## src/verilog/MontPkg.sv

```systemverilog
/*
  Shared widths, register map and engine states for the Montgomery setup stage.
  Imported by the Wishbone register block, the Q engine and the top level.
*/
`default_nettype none

package MontPkg;

    // Operand and engine datapath
    localparam int OperandWidth = 256;
    localparam int LimbWidth    = 64;
    localparam int LimbCount    = OperandWidth / LimbWidth;
    // Difference register carries one spare limb for the sign
    localparam int DiffWidth    = OperandWidth + LimbWidth;
    localparam int SubCntWidth  = $clog2(LimbCount + 1);
    localparam int BitCntWidth  = $clog2(OperandWidth);

    // Wishbone side
    localparam int BusWidth     = 32;
    localparam int BusWords     = OperandWidth / BusWidth;
    localparam int AdrWidth     = 8;
    // Byte address split into block, word index and byte offset
    localparam int WordLsb      = $clog2(BusWidth / 8);
    localparam int WordIdxWidth = $clog2(BusWords);
    localparam int BlockLsb     = WordLsb + WordIdxWidth;

    // Control and status bit positions
    localparam int CtrlStartBit  = 0;
    localparam int StatusBusyBit = 0;
    localparam int StatusDoneBit = 1;

    typedef enum logic [1:0] {
        Idle,
        Calc,
        Finish
    } QCalState;

    typedef enum logic [AdrWidth-1:0] {
        CtrlReg     = 8'h00,
        StatusReg   = 8'h04,
        ModulusBase = 8'h40,
        InverseBase = 8'h80
    } RegSel;

endpackage

`default_nettype wire
```

## src/verilog/MontSetupTop.sv

```systemverilog
/*
  Top level of the Montgomery setup stage.
  Wishbone register block in front of the bit-serial Q engine, Irq on completion.
*/
`default_nettype none

module MontSetupTop (
    input  logic                         Clk,
    input  logic                         Resetn,
    input  logic                         WbCyc,
    input  logic                         WbStb,
    input  logic                         WbWe,
    input  logic [MontPkg::AdrWidth-1:0] WbAdr,
    input  logic [MontPkg::BusWidth-1:0] WbDatW,
    output logic [MontPkg::BusWidth-1:0] WbDatR,
    output logic                         WbAck,
    output logic                         Irq
);
    import MontPkg::*;

    // Engine handshake
    logic [OperandWidth-1:0] Modulus;
    logic [OperandWidth-1:0] Inverse;
    logic                    Start;
    logic                    Done;

    MontWbRegs uRegs (
        .Clk     (Clk),
        .Resetn  (Resetn),
        .WbCyc   (WbCyc),
        .WbStb   (WbStb),
        .WbWe    (WbWe),
        .WbAdr   (WbAdr),
        .WbDatW  (WbDatW),
        .WbDatR  (WbDatR),
        .WbAck   (WbAck),
        .Modulus (Modulus),
        .Start   (Start),
        .Inverse (Inverse),
        .Done    (Done),
        .Irq     (Irq)
    );

    QRegCal uQCal (
        .Clk     (Clk),
        .Resetn  (Resetn),
        .Modulus (Modulus),
        .Start   (Start),
        .Inverse (Inverse),
        .Done    (Done)
    );

endmodule

`default_nettype wire

```

## src/verilog/MontWbRegs.sv

```systemverilog
/*
  Wishbone classic slave for the Montgomery setup stage.
  Holds the modulus words, control, status and the read-only result words.
  Every access is acknowledged one cycle after the request, writes are full words.
*/
`default_nettype none

module MontWbRegs (
    input  logic                             Clk,
    input  logic                             Resetn,
    input  logic                             WbCyc,
    input  logic                             WbStb,
    input  logic                             WbWe,
    input  logic [MontPkg::AdrWidth-1:0]     WbAdr,
    input  logic [MontPkg::BusWidth-1:0]     WbDatW,
    output logic [MontPkg::BusWidth-1:0]     WbDatR,
    output logic                             WbAck,
    output logic [MontPkg::OperandWidth-1:0] Modulus,
    output logic                             Start,
    input  logic [MontPkg::OperandWidth-1:0] Inverse,
    input  logic                             Done,
    output logic                             Irq
);
    import MontPkg::*;

    // New request, a held request is not taken again in its ack cycle
    logic Req;
    logic WrReq;

    // Address decode
    RegSel                   WordSel;
    RegSel                   BlockSel;
    logic [WordIdxWidth-1:0] WordIdx;
    logic                    CtrlHit;
    logic                    StatusHit;
    logic                    ModHit;
    logic                    InvHit;

    // Engine handshake state
    logic Busy;
    logic DoneFlag;
    logic Locked;

    logic [BusWords-1:0][BusWidth-1:0] ModWords;
    logic [BusWords-1:0][BusWidth-1:0] InvWords;
    logic [BusWidth-1:0]               ReadData;

    assign Req   = WbCyc && WbStb && !WbAck;
    assign WrReq = Req && WbWe;

    // Byte offset bits are ignored
    assign WordSel  = RegSel'({WbAdr[AdrWidth-1:WordLsb], {WordLsb{1'b0}}});
    // Base of the eight-word block
    assign BlockSel = RegSel'({WbAdr[AdrWidth-1:BlockLsb], {BlockLsb{1'b0}}});
    assign WordIdx  = WbAdr[BlockLsb-1:WordLsb];

    assign CtrlHit   = WordSel == CtrlReg;
    assign StatusHit = WordSel == StatusReg;
    assign ModHit    = BlockSel == ModulusBase;
    assign InvHit    = BlockSel == InverseBase;

    // Also covers the Start cycle, before Busy is set
    assign Locked = Busy || Start;

    assign InvWords = Inverse;
    assign Modulus  = ModWords;
    assign Irq      = DoneFlag;

    // Read mux, CtrlReg and unmapped addresses read as zero
    always_comb begin
        ReadData = '0;
        if (StatusHit) begin
            ReadData[StatusBusyBit] = Busy;
            ReadData[StatusDoneBit] = DoneFlag;
        end else if (ModHit) begin
            ReadData = ModWords[WordIdx];
        end else if (InvHit) begin
            ReadData = InvWords[WordIdx];
        end
    end

    // Ack, start pulse and flags
    always_ff @(posedge Clk or negedge Resetn) begin
        if (!Resetn) begin
            WbAck    <= 1'b0;
            Start    <= 1'b0;
            Busy     <= 1'b0;
            DoneFlag <= 1'b0;
        end else begin
            WbAck <= Req;
            // Start lines up with the ack of the CtrlReg write
            Start <= WrReq && CtrlHit && WbDatW[CtrlStartBit] && !Locked;
            if (Start) begin
                Busy <= 1'b1;
            end else if (Done) begin
                Busy <= 1'b0;
            end
            // Sticky until the next start
            if (Start) begin
                DoneFlag <= 1'b0;
            end else if (Done) begin
                DoneFlag <= 1'b1;
            end
        end
    end

    // Read data and modulus words
    always_ff @(posedge Clk) begin
        if (Req) begin
            WbDatR <= ReadData;
        end
        // Modulus stays fixed while the engine runs
        if (WrReq && ModHit && !Locked) begin
            ModWords[WordIdx] <= WbDatW;
        end
    end

endmodule

`default_nettype wire

```

## src/verilog/QRegCal.sv

```systemverilog
/*
  Bit-serial engine that finds Q with N*Q mod 2^OperandWidth = 1 for an odd N.
  Pulse Start with Modulus held steady, Inverse is complete when Done pulses.
  One result bit per LimbCount+1 cycles, one difference limb updated per cycle.
*/
`default_nettype none

module QRegCal (
    input  logic                             Clk,
    input  logic                             Resetn,
    input  logic [MontPkg::OperandWidth-1:0] Modulus,
    input  logic                             Start,
    output logic [MontPkg::OperandWidth-1:0] Inverse,
    output logic                             Done
);
    import MontPkg::*;

    QCalState               State;
    QCalState               NextState;
    logic [SubCntWidth-1:0] SubCnt;
    logic [BitCntWidth-1:0] BitCnt;
    logic                   SubLast;
    logic                   BitLast;
    logic                   LimbStep;

    // Running difference D, two's complement over LimbCount+1 limbs
    logic [LimbCount:0][LimbWidth-1:0] Diff;
    // D >>> 1 and N >> 1, both split into limbs
    logic [LimbCount:0][LimbWidth-1:0] DiffShift;
    logic [LimbCount:0][LimbWidth-1:0] ModShift;

    // Current result bit, decides whether N is subtracted this pass
    logic                 QBit;
    logic                 Carry;
    logic                 CarryIn;
    logic [LimbWidth-1:0] CurDiff;
    logic [LimbWidth-1:0] CurMod;
    logic [LimbWidth-1:0] Term;
    logic [LimbWidth:0]   LimbSum;

    // Control FSM
    always_ff @(posedge Clk or negedge Resetn) begin
        if (!Resetn) begin
            State <= Idle;
        end else begin
            State <= NextState;
        end
    end

    always_comb begin
        NextState = State;
        unique case (State)
            Idle: begin
                if (Start) begin
                    NextState = Calc;
                end
            end
            Calc: begin
                // Last sub-step of the last bit
                if (SubLast && BitLast) begin
                    NextState = Finish;
                end
            end
            Finish: NextState = Idle;
            default: NextState = Idle;
        endcase
    end

    assign SubLast  = SubCnt == SubCntWidth'(LimbCount);
    assign BitLast  = BitCnt == BitCntWidth'(OperandWidth - 1);
    assign LimbStep = State == Calc;
    assign Done     = State == Finish;

    // Sub-step counts limbs 0..LimbCount, bit counter counts result bits
    always_ff @(posedge Clk or negedge Resetn) begin
        if (!Resetn) begin
            SubCnt <= '0;
            BitCnt <= '0;
        end else if (State == Idle) begin
            SubCnt <= '0;
            BitCnt <= '0;
        end else if (LimbStep) begin
            if (SubLast) begin
                SubCnt <= '0;
                BitCnt <= BitCnt + 1'b1;
            end else begin
                SubCnt <= SubCnt + 1'b1;
            end
        end
    end

    // D and N are both odd when QBit is set, so (D - N) >>> 1 = (D >>> 1) - (N >> 1)
    assign ModShift  = {{LimbWidth{1'b0}}, Modulus} >> 1;
    assign DiffShift = $signed(Diff) >>> 1;

    // One shared limb adder, subtract by adding the complement plus one
    assign CurDiff = DiffShift[SubCnt];
    assign CurMod  = ModShift[SubCnt];
    assign Term    = QBit ? ~CurMod : '0;
    // The +1 of the complement enters at limb 0, later limbs take the stored carry
    assign CarryIn = (SubCnt == '0) ? QBit : Carry;
    assign LimbSum = {1'b0, CurDiff} + {1'b0, Term} + {{LimbWidth{1'b0}}, CarryIn};

    // Limbs go up in order, so limb i+1 still holds the old value when limb i reads it
    always_ff @(posedge Clk) begin
        if (Start && State == Idle) begin
            // Target value 1, its low bit is the first result bit
            Diff <= DiffWidth'(1);
            QBit <= 1'b1;
        end else if (LimbStep) begin
            Diff[SubCnt] <= LimbSum[LimbWidth-1:0];
            Carry        <= LimbSum[LimbWidth];
            // Limb 0 was rewritten at sub-step 0, its low bit is the next result bit
            if (SubLast) begin
                QBit <= Diff[0][0];
            end
        end
    end

    // Result enters from the top, bit 0 ends up at the bottom after all passes
    always_ff @(posedge Clk or negedge Resetn) begin
        if (!Resetn) begin
            Inverse <= OperandWidth'(1);
        end else if (LimbStep && SubLast) begin
            Inverse <= {QBit, Inverse[OperandWidth-1:1]};
        end
    end

endmodule

`default_nettype wire

```

## config.mk

```make
export PLATFORM = sky130hd
export DESIGN_NAME = MontSetupTop
export DESIGN_NICKNAME = d
export VERILOG_FILES = /design/src/verilog/MontPkg.sv /design/src/verilog/MontSetupTop.sv /design/src/verilog/MontWbRegs.sv /design/src/verilog/QRegCal.sv
export SDC_FILE = /design/constraint.sdc
export NUM_CORES = 2
export LEC_CHECK = 0
export BUFFER_PORTS_ARGS = -buffer_cell sky130_fd_sc_hd__buf_2
export CELL_PAD_IN_SITES_DETAIL_PLACEMENT = 1
export CELL_PAD_IN_SITES_GLOBAL_PLACEMENT = 1
export CORE_MARGIN = 2
export CORE_UTILIZATION = 54
export CTS_CLUSTER_DIAMETER = 150
export DETAILED_ROUTE_END_ITERATION = 12
export GPL_ROUTABILITY_DRIVEN = 1
export PLACE_DENSITY_LB_ADDON = 0.08
export SLEW_MARGIN = 5
export SYNTH_ARGS = -nofsm -noshare
export SYNTH_HDL_FRONTEND = slang
export SYNTH_SLANG_ARGS = --single-unit
```

## constraint.sdc

```tcl
create_clock -name Clk -period 9.7 [get_ports Clk]
set_clock_uncertainty 0.05 [all_clocks]
set_input_delay 1.94 -clock Clk [delete_from_list [all_inputs] [get_ports Clk]]
set_output_delay 1.94 -clock Clk [all_outputs]
set_load 0.005 [all_outputs]
```

# Word level (Yosys, flattened, before mapping)
# Cells that the tools add are included.
totals:
  wordCells: 102
  register_bits: 883
  in_bits: 45
classes:
  n_eq_ne: 9
  n_addsub: 4
  bitwise: 2
  mux: 32
  magnitude_cmp: 4
  n_reduce_logical: 26
op_table:
  columns: ["operator", "n"]
  rows:
  - ["binary-select mux 64 bit (select 3 bit)", 2]
  - ["bitwise mux 320 bit", 1]
  - ["bitwise mux 256 bit", 1]
  - ["two-way mux 64 bit", 4]
  - ["binary-select mux 32 bit (select 3 bit)", 2]
  - ["demux 64 bit (select 3 bit)", 1]
  - ["two-way mux 32 bit", 5]
  - ["demux 32 bit (select 3 bit)", 1]
  - ["adder 64 x 64 -> 65 bit", 1]
  - ["adder 65 x 1 -> 65 bit", 1]
  - ["NOT 64 bit", 1]
  - ["two-way mux 8 bit", 3]
  - ["logical AND 1 bit", 13]
  - ["two-way mux 3 bit", 3]
  - ["adder 8 x 1 -> 8 bit (second input constant)", 1]
  - ["== test 8 bit (second input constant)", 1]
  - ["logical NOT 8 bit", 1]
  - ["less-than comparator 3 x 4 -> 1 bit (second input constant)", 2]
  - ["AND reduction 2 bit", 4]
  - ["== test 3 bit (second input constant)", 2]
  - ["== test 6 x 1 -> 1 bit (second input constant)", 1]
  - [">= comparator 3 x 1 -> 1 bit (second input constant)", 2]
  - ["two-way mux 2 bit", 3]
  - ["nonzero test 2 bit", 3]
  - ["other kinds (12)", 18]

# Depth between registers and ports, before layout
logic_depth:
  word_depth: 7
  ltp_mapped: 23
  depth_no_buf: 17

# By module
# From an unflattened synthesis, not the netlist that was laid out.
unflattened:
  cells_unflattened: 4253
  hier_area_um2: 43213.9
modules_own_cells:
  columns: ["mod", "cells_each", "seq_area_each_um2", "instances", "area_per_inst_um2"]
  rows:
  - ["QRegCal", 3659, 13188.9, 1, 30294.1]
  - ["MontWbRegs", 594, 8748.4, 1, 12919.9]

# Worst setup path before layout
# No wires, ideal clock.
synth_path:
  kind: "input-to-reg"
  startpoint: "input port WbCyc"
  endpoint: "register uRegs.ModWords, in the netlist uRegs.Modulus[32] (enable)"
  arrival_ns: 6.299
  cell_stages: 5
  t_required_ns: 9.189
  setup_ns: 0.461
  setup_slack_ns: 2.890
  cell_sequence: "nand2_1 nor2_1 nand3_1 or3_1 nor3_1"
synth_between:
  elab_chain_cells: 5
synth_rtl:
  columns: ["element", "line", "rtl"]
  rows:
  - ["start, declared", "MontSetupTop.sv:10", "input logic WbCyc,"]
  - ["logical AND 1 bit (2 in series)", "MontWbRegs.sv:48", "assign Req = WbCyc && WbStb && !WbAck;"]
  - ["via uRegs.Req", "MontWbRegs.sv:27", "logic Req;"]
  - ["logical AND 1 bit", "MontWbRegs.sv:49", "assign WrReq = Req && WbWe;"]
  - ["logical AND 1 bit (2 in series)", "MontWbRegs.sv:113", "if (WrReq && ModHit && !Locked) begin"]
  - ["end signal, assigned by index", "MontWbRegs.sv:114", "ModWords[WordIdx] <= WbDatW;"]
  - ["end, declared", "MontWbRegs.sv:44", "logic [BusWords-1:0][BusWidth-1:0] ModWords;"]
# The timed path passes the listed nets, and every way through them passes these cells.
# A chain may end at the register's enable or synchronous reset.

# Worst setup path in the final report
layout_path:
  startpoint: "register uQCal.SubCnt[1]"
  endpoint: "register uQCal.Diff[317] (netlist name)"
layout_between:
  elab_chain_cells: 7
layout_rtl:
  columns: ["element", "line", "rtl"]
  rows:
  - ["start, declared", "QRegCal.sv:20", "logic [SubCntWidth-1:0] SubCnt;"]
  - ["start signal, assigned", "QRegCal.sv:87", "SubCnt <= SubCnt + 1'b1;"]
  - ["binary-select mux 64 bit (select 3 bit)", "QRegCal.sv:98", "assign CurMod = ModShift[SubCnt];"]
  - ["two-way mux 64 bit (implied by the code)", "QRegCal.sv:98", null]
  - ["NOT 64 bit", "QRegCal.sv:99", "assign Term = QBit ? ~CurMod : '0;"]
  - ["two-way mux 64 bit", "QRegCal.sv:99", null]
  - ["adder 64 x 64 -> 65 bit", "QRegCal.sv:102", "assign LimbSum = {1'b0, CurDiff} + {1'b0, Term} + {{LimbWidth{1'b0}}, CarryIn};"]
  - ["adder 65 x 1 -> 65 bit", "QRegCal.sv:102", null]
  - ["bitwise mux 320 bit *", "QRegCal.sv:111", "Diff[SubCnt] <= LimbSum[LimbWidth-1:0];"]
  - ["end signal, assigned", "QRegCal.sv:108", "Diff <= DiffWidth'(1);"]
  - ["end signal, assigned by index", "QRegCal.sv:111", null]
  - ["end, declared", "QRegCal.sv:27", "logic [LimbCount:0][LimbWidth-1:0] Diff;"]
# Mark *: on every way between the ends. The rest lies on a longest branch, timed or not. The select of a mux whose other input is x is not followed.

==> reports/qor.yml <==
rows: 102
ir_worst_vdd_mv: 0.1513
p_per_area_nw_per_um2: 178.6
cts-root-buf: "clkbuf_16"
totalWireLength_um: 145200
wire_per_inst_um: 27.28
critPathSlowestCell: "dfrtp_4"
cp_max_fo: 41
die_h_um: 284.8
rrSetupSlack_ns: 2.68
drt_iter0_drc: 3086
yosysMostFrequentCell: "nand2_1"
antenna_found_initial: 17
cp_top_family: "compound AO/OA/AOI/OAI gates"
final_util_pct: 60.34
reg2reg_to: "uQCal.Diff[317]"
layout_min_cycle_time_ns: 7.017
drcViolationCount: 0
yosysWarnings: 0
status: "complete, no violations"
leakage_nw: 19.13
dpl_cell_area_um2: 43720
syn-num-nets: 4404
finalPower_mw: 8.376
io_pins: 79
yosys_most_used_dff: "dfxtp_1"
report.final.setup_viol: 0
critPathArrivalTime_ns: 7.57
cp-endpoint: "uQCal.Diff[317]"
worst-setup-path-type: "reg -> reg"
hold_viol_final: 0
syn_area_um2: 42570
drive_above_1_share_pct: 12.12
slew_viol_final: 0
synth_top_area_cell: "edfxtp_1"
clk_latency_ns: 0.69
fillerInstances: 8370
worstSetupEndpointType: "flop"
tns_ns: 0
vias: 34408
path_buf_inv: 2
max-slew-margin-rel_pct: 12.59
setup_ws_ns: 2.683
detail-route-antenna-nets: 0
dpl.hpwl_um: 88870
synth-edff-count: 289
synthArstFlopShare_pct: 30.92
initial_core_util_pct: 54.77
routed_via_density: 6.464
grt_overflow_total: 0
grt_pass1_wl_um: 221700
grt_start_max_net_pins: 203
maxCapViolations: 0
gp_congestion: 0.9363
die_area_um2: 81090
crit_required_ns: 10.25
cts.clk_slew.worst_paths_ns: 0.06
htreeDepth: 3
critPathLaunchType: "flop"
finalCritPeriodShare_pct: 72.34
cts_made_buffers: 93
synth.distinct_cells: 77
cts_tree: "yes"
synth_area_per_cell_um2: 9.920
drtPass1Iterations: 5
cts.sinks: 883
rsz0062_at_grt: "false"
grt_pass1_vias: 36140
cts_resized: 0
synth_common_cells: "1284 x nand2_1, 363 x a21oi_1, 321 x dfxtp_1"
holdWs_ns: 0.4041
dp_slack_ns: 2.975
min_path_type: "reg -> reg"
synth_top_area_share_pct: 20.39
io_buffer_count: 76
place_inst: 5143
crit_chain: "buf_4, buf_4, mux4_2, a21boi_0, ha_1, a21o_1, and4_1, o21ai_0, o21ai_0, a2111oi_1, a21oi_2, a31oi_1, o21ai_0, xor2_1, a21o_1"
grt.total_usage_pct: 35.64
slowest_delay_ns: 0.73
core_um2: 77720
ctsHoldBuffers: 0
crit_cells: 15
ys_seq_elements: 883
netlist_instances: 4291
final_area_um2: 46900
critPathMostFrequentCell: "o21ai_0"
timing.rr.start: "uQCal.SubCnt[1]"
stdcell_count: 5323
nets: 4311
synth-seq-area-share_pct: 51.53
ys_top_cells_by_area: "edfxtp_1 20%, dfrtp_1 16%, dfxtp_1 15%"
critPathLaunch: "uQCal.SubCnt[1]"
fmax_mhz: 142.5
area_growth_pct: 10.16
reg2reg_depth: 15
die_w_um: 284.8
cts_setup_buffers: 0
cts_max_path_buffers: 3
tightest_slew_ns: 1.311
metal layers:
metal | track usage [%] | part of all wire, %
met1 | 44.94 | 39
met2 | 59.67 | 49
met3 | 6.656 | 7.1
met4 | 16.76 | 4.9
met5 | 0 | 0.055
flip-flops by register name, summed over array words and instances (netlist names):
| register | cells |
|---|---|
| uQCal.State | 2 |
| uQCal.SubCnt | 3 |
| uRegs.Irq | 1 |
| uRegs.WbAck | 1 |
| uQCal.BitCnt | 8 |
| uQCal.Diff | 320 |
| uQCal.Carry | 1 |
| uQCal.Inverse | 256 |
| uRegs.Busy | 1 |
| uRegs.WbDatR | 32 |
| uRegs.Start | 1 |
| uRegs.Modulus | 256 |
| uQCal.QBit | 1 |
kinds of logic (layout without fill, tap and decap cells):
| logic type | count (synthesis) | in the layout | share of synthesized area, % |
|---|---|---|---|
| flops | 883 | 883 | 51.53 |
| other cells | 0 | 8 | 0 |
| fa+ha+maj | 68 | 68 | 2.034 |
| simple gates | 1762 | 1762 | 16.65 |
| compound gates | 844 | 844 | 11.81 |
| buf+inv | 349 | 333 | 3.113 |
| mux | 333 | 333 | 13.79 |
| xor+xnor | 52 | 52 | 1.070 |
placed cells by master (no fill, tap or decap), drive strengths merged, types with 57 or more instances in the layout:
| master | synthesis | final |
|---|---|---|
| a21boi | 57 | 57 |
| a21oi | 365 | 365 |
| buf | 59 | 130 |
| clkbuf | 260 | 134 |
| dfrtp | 272 | 272 |
| dfxtp | 321 | 321 |
| edfxtp | 289 | 289 |
| ha | 66 | 66 |
| mux2i | 125 | 125 |
| mux4 | 202 | 202 |
| nand2 | 1284 | 1284 |
| nand3 | 108 | 108 |
| nor2 | 228 | 228 |
| o21ai | 175 | 175 |
where the power goes:
part / leakage [nW] / switching, mW / internal, mW
logic: 8.58 / 0.487 / 0.232
registers: 9.03 / 0.0296 / 3.88
clock network: 1.53 / 1.61 / 2.14
total: 19.1 / 2.12 / 6.25
worst reg2reg max path, cell delays in order (launching register included):
cell and delay (ns):
dfrtp_4 0.73, buf_4 0.62, buf_4 0.76, mux4_2 0.43
a21boi_0 0.70, ha_1 0.38, a21o_1 0.22, and4_1 0.25
o21ai_0 0.38, o21ai_0 0.28, a2111oi_1 0.46, a21oi_2 0.12
a31oi_1 0.55, o21ai_0 0.25, xor2_1 0.56, a21o_1 0.21
layout make-up:
class                      count  area (um2)  area share, %
tap                         1040        1301          2.775
inverter                      30       115.1         0.2455
clock inverter                39       523.0          1.115
sequential                   883       21950          46.80
clock buffer                 133        2628          5.603
multi-input combinational   3059       19490          41.56
antenna                        8       20.02        0.04269
timing repair buffer         131       870.8          1.857
worst min path at each step:
stage	endpoint	cells past startpoint	startpoint	slack (ns)
detailed placement	uQCal.Diff[169]	2	uQCal.Diff[169]	0.39
CTS	uQCal.Diff[169]	2	uQCal.Diff[169]	0.40
global placement	uQCal.Diff[144]	2	uQCal.Diff[144]	0.39
floorplan	uQCal.Diff[182]	2	uQCal.Diff[182]	0.38
finish	uQCal.Diff[251]	2	uQCal.Diff[251]	0.40
global route	uQCal.Diff[176]	2	uQCal.Diff[176]	0.41
Note: power is estimated with default switching activity, not from simulation.
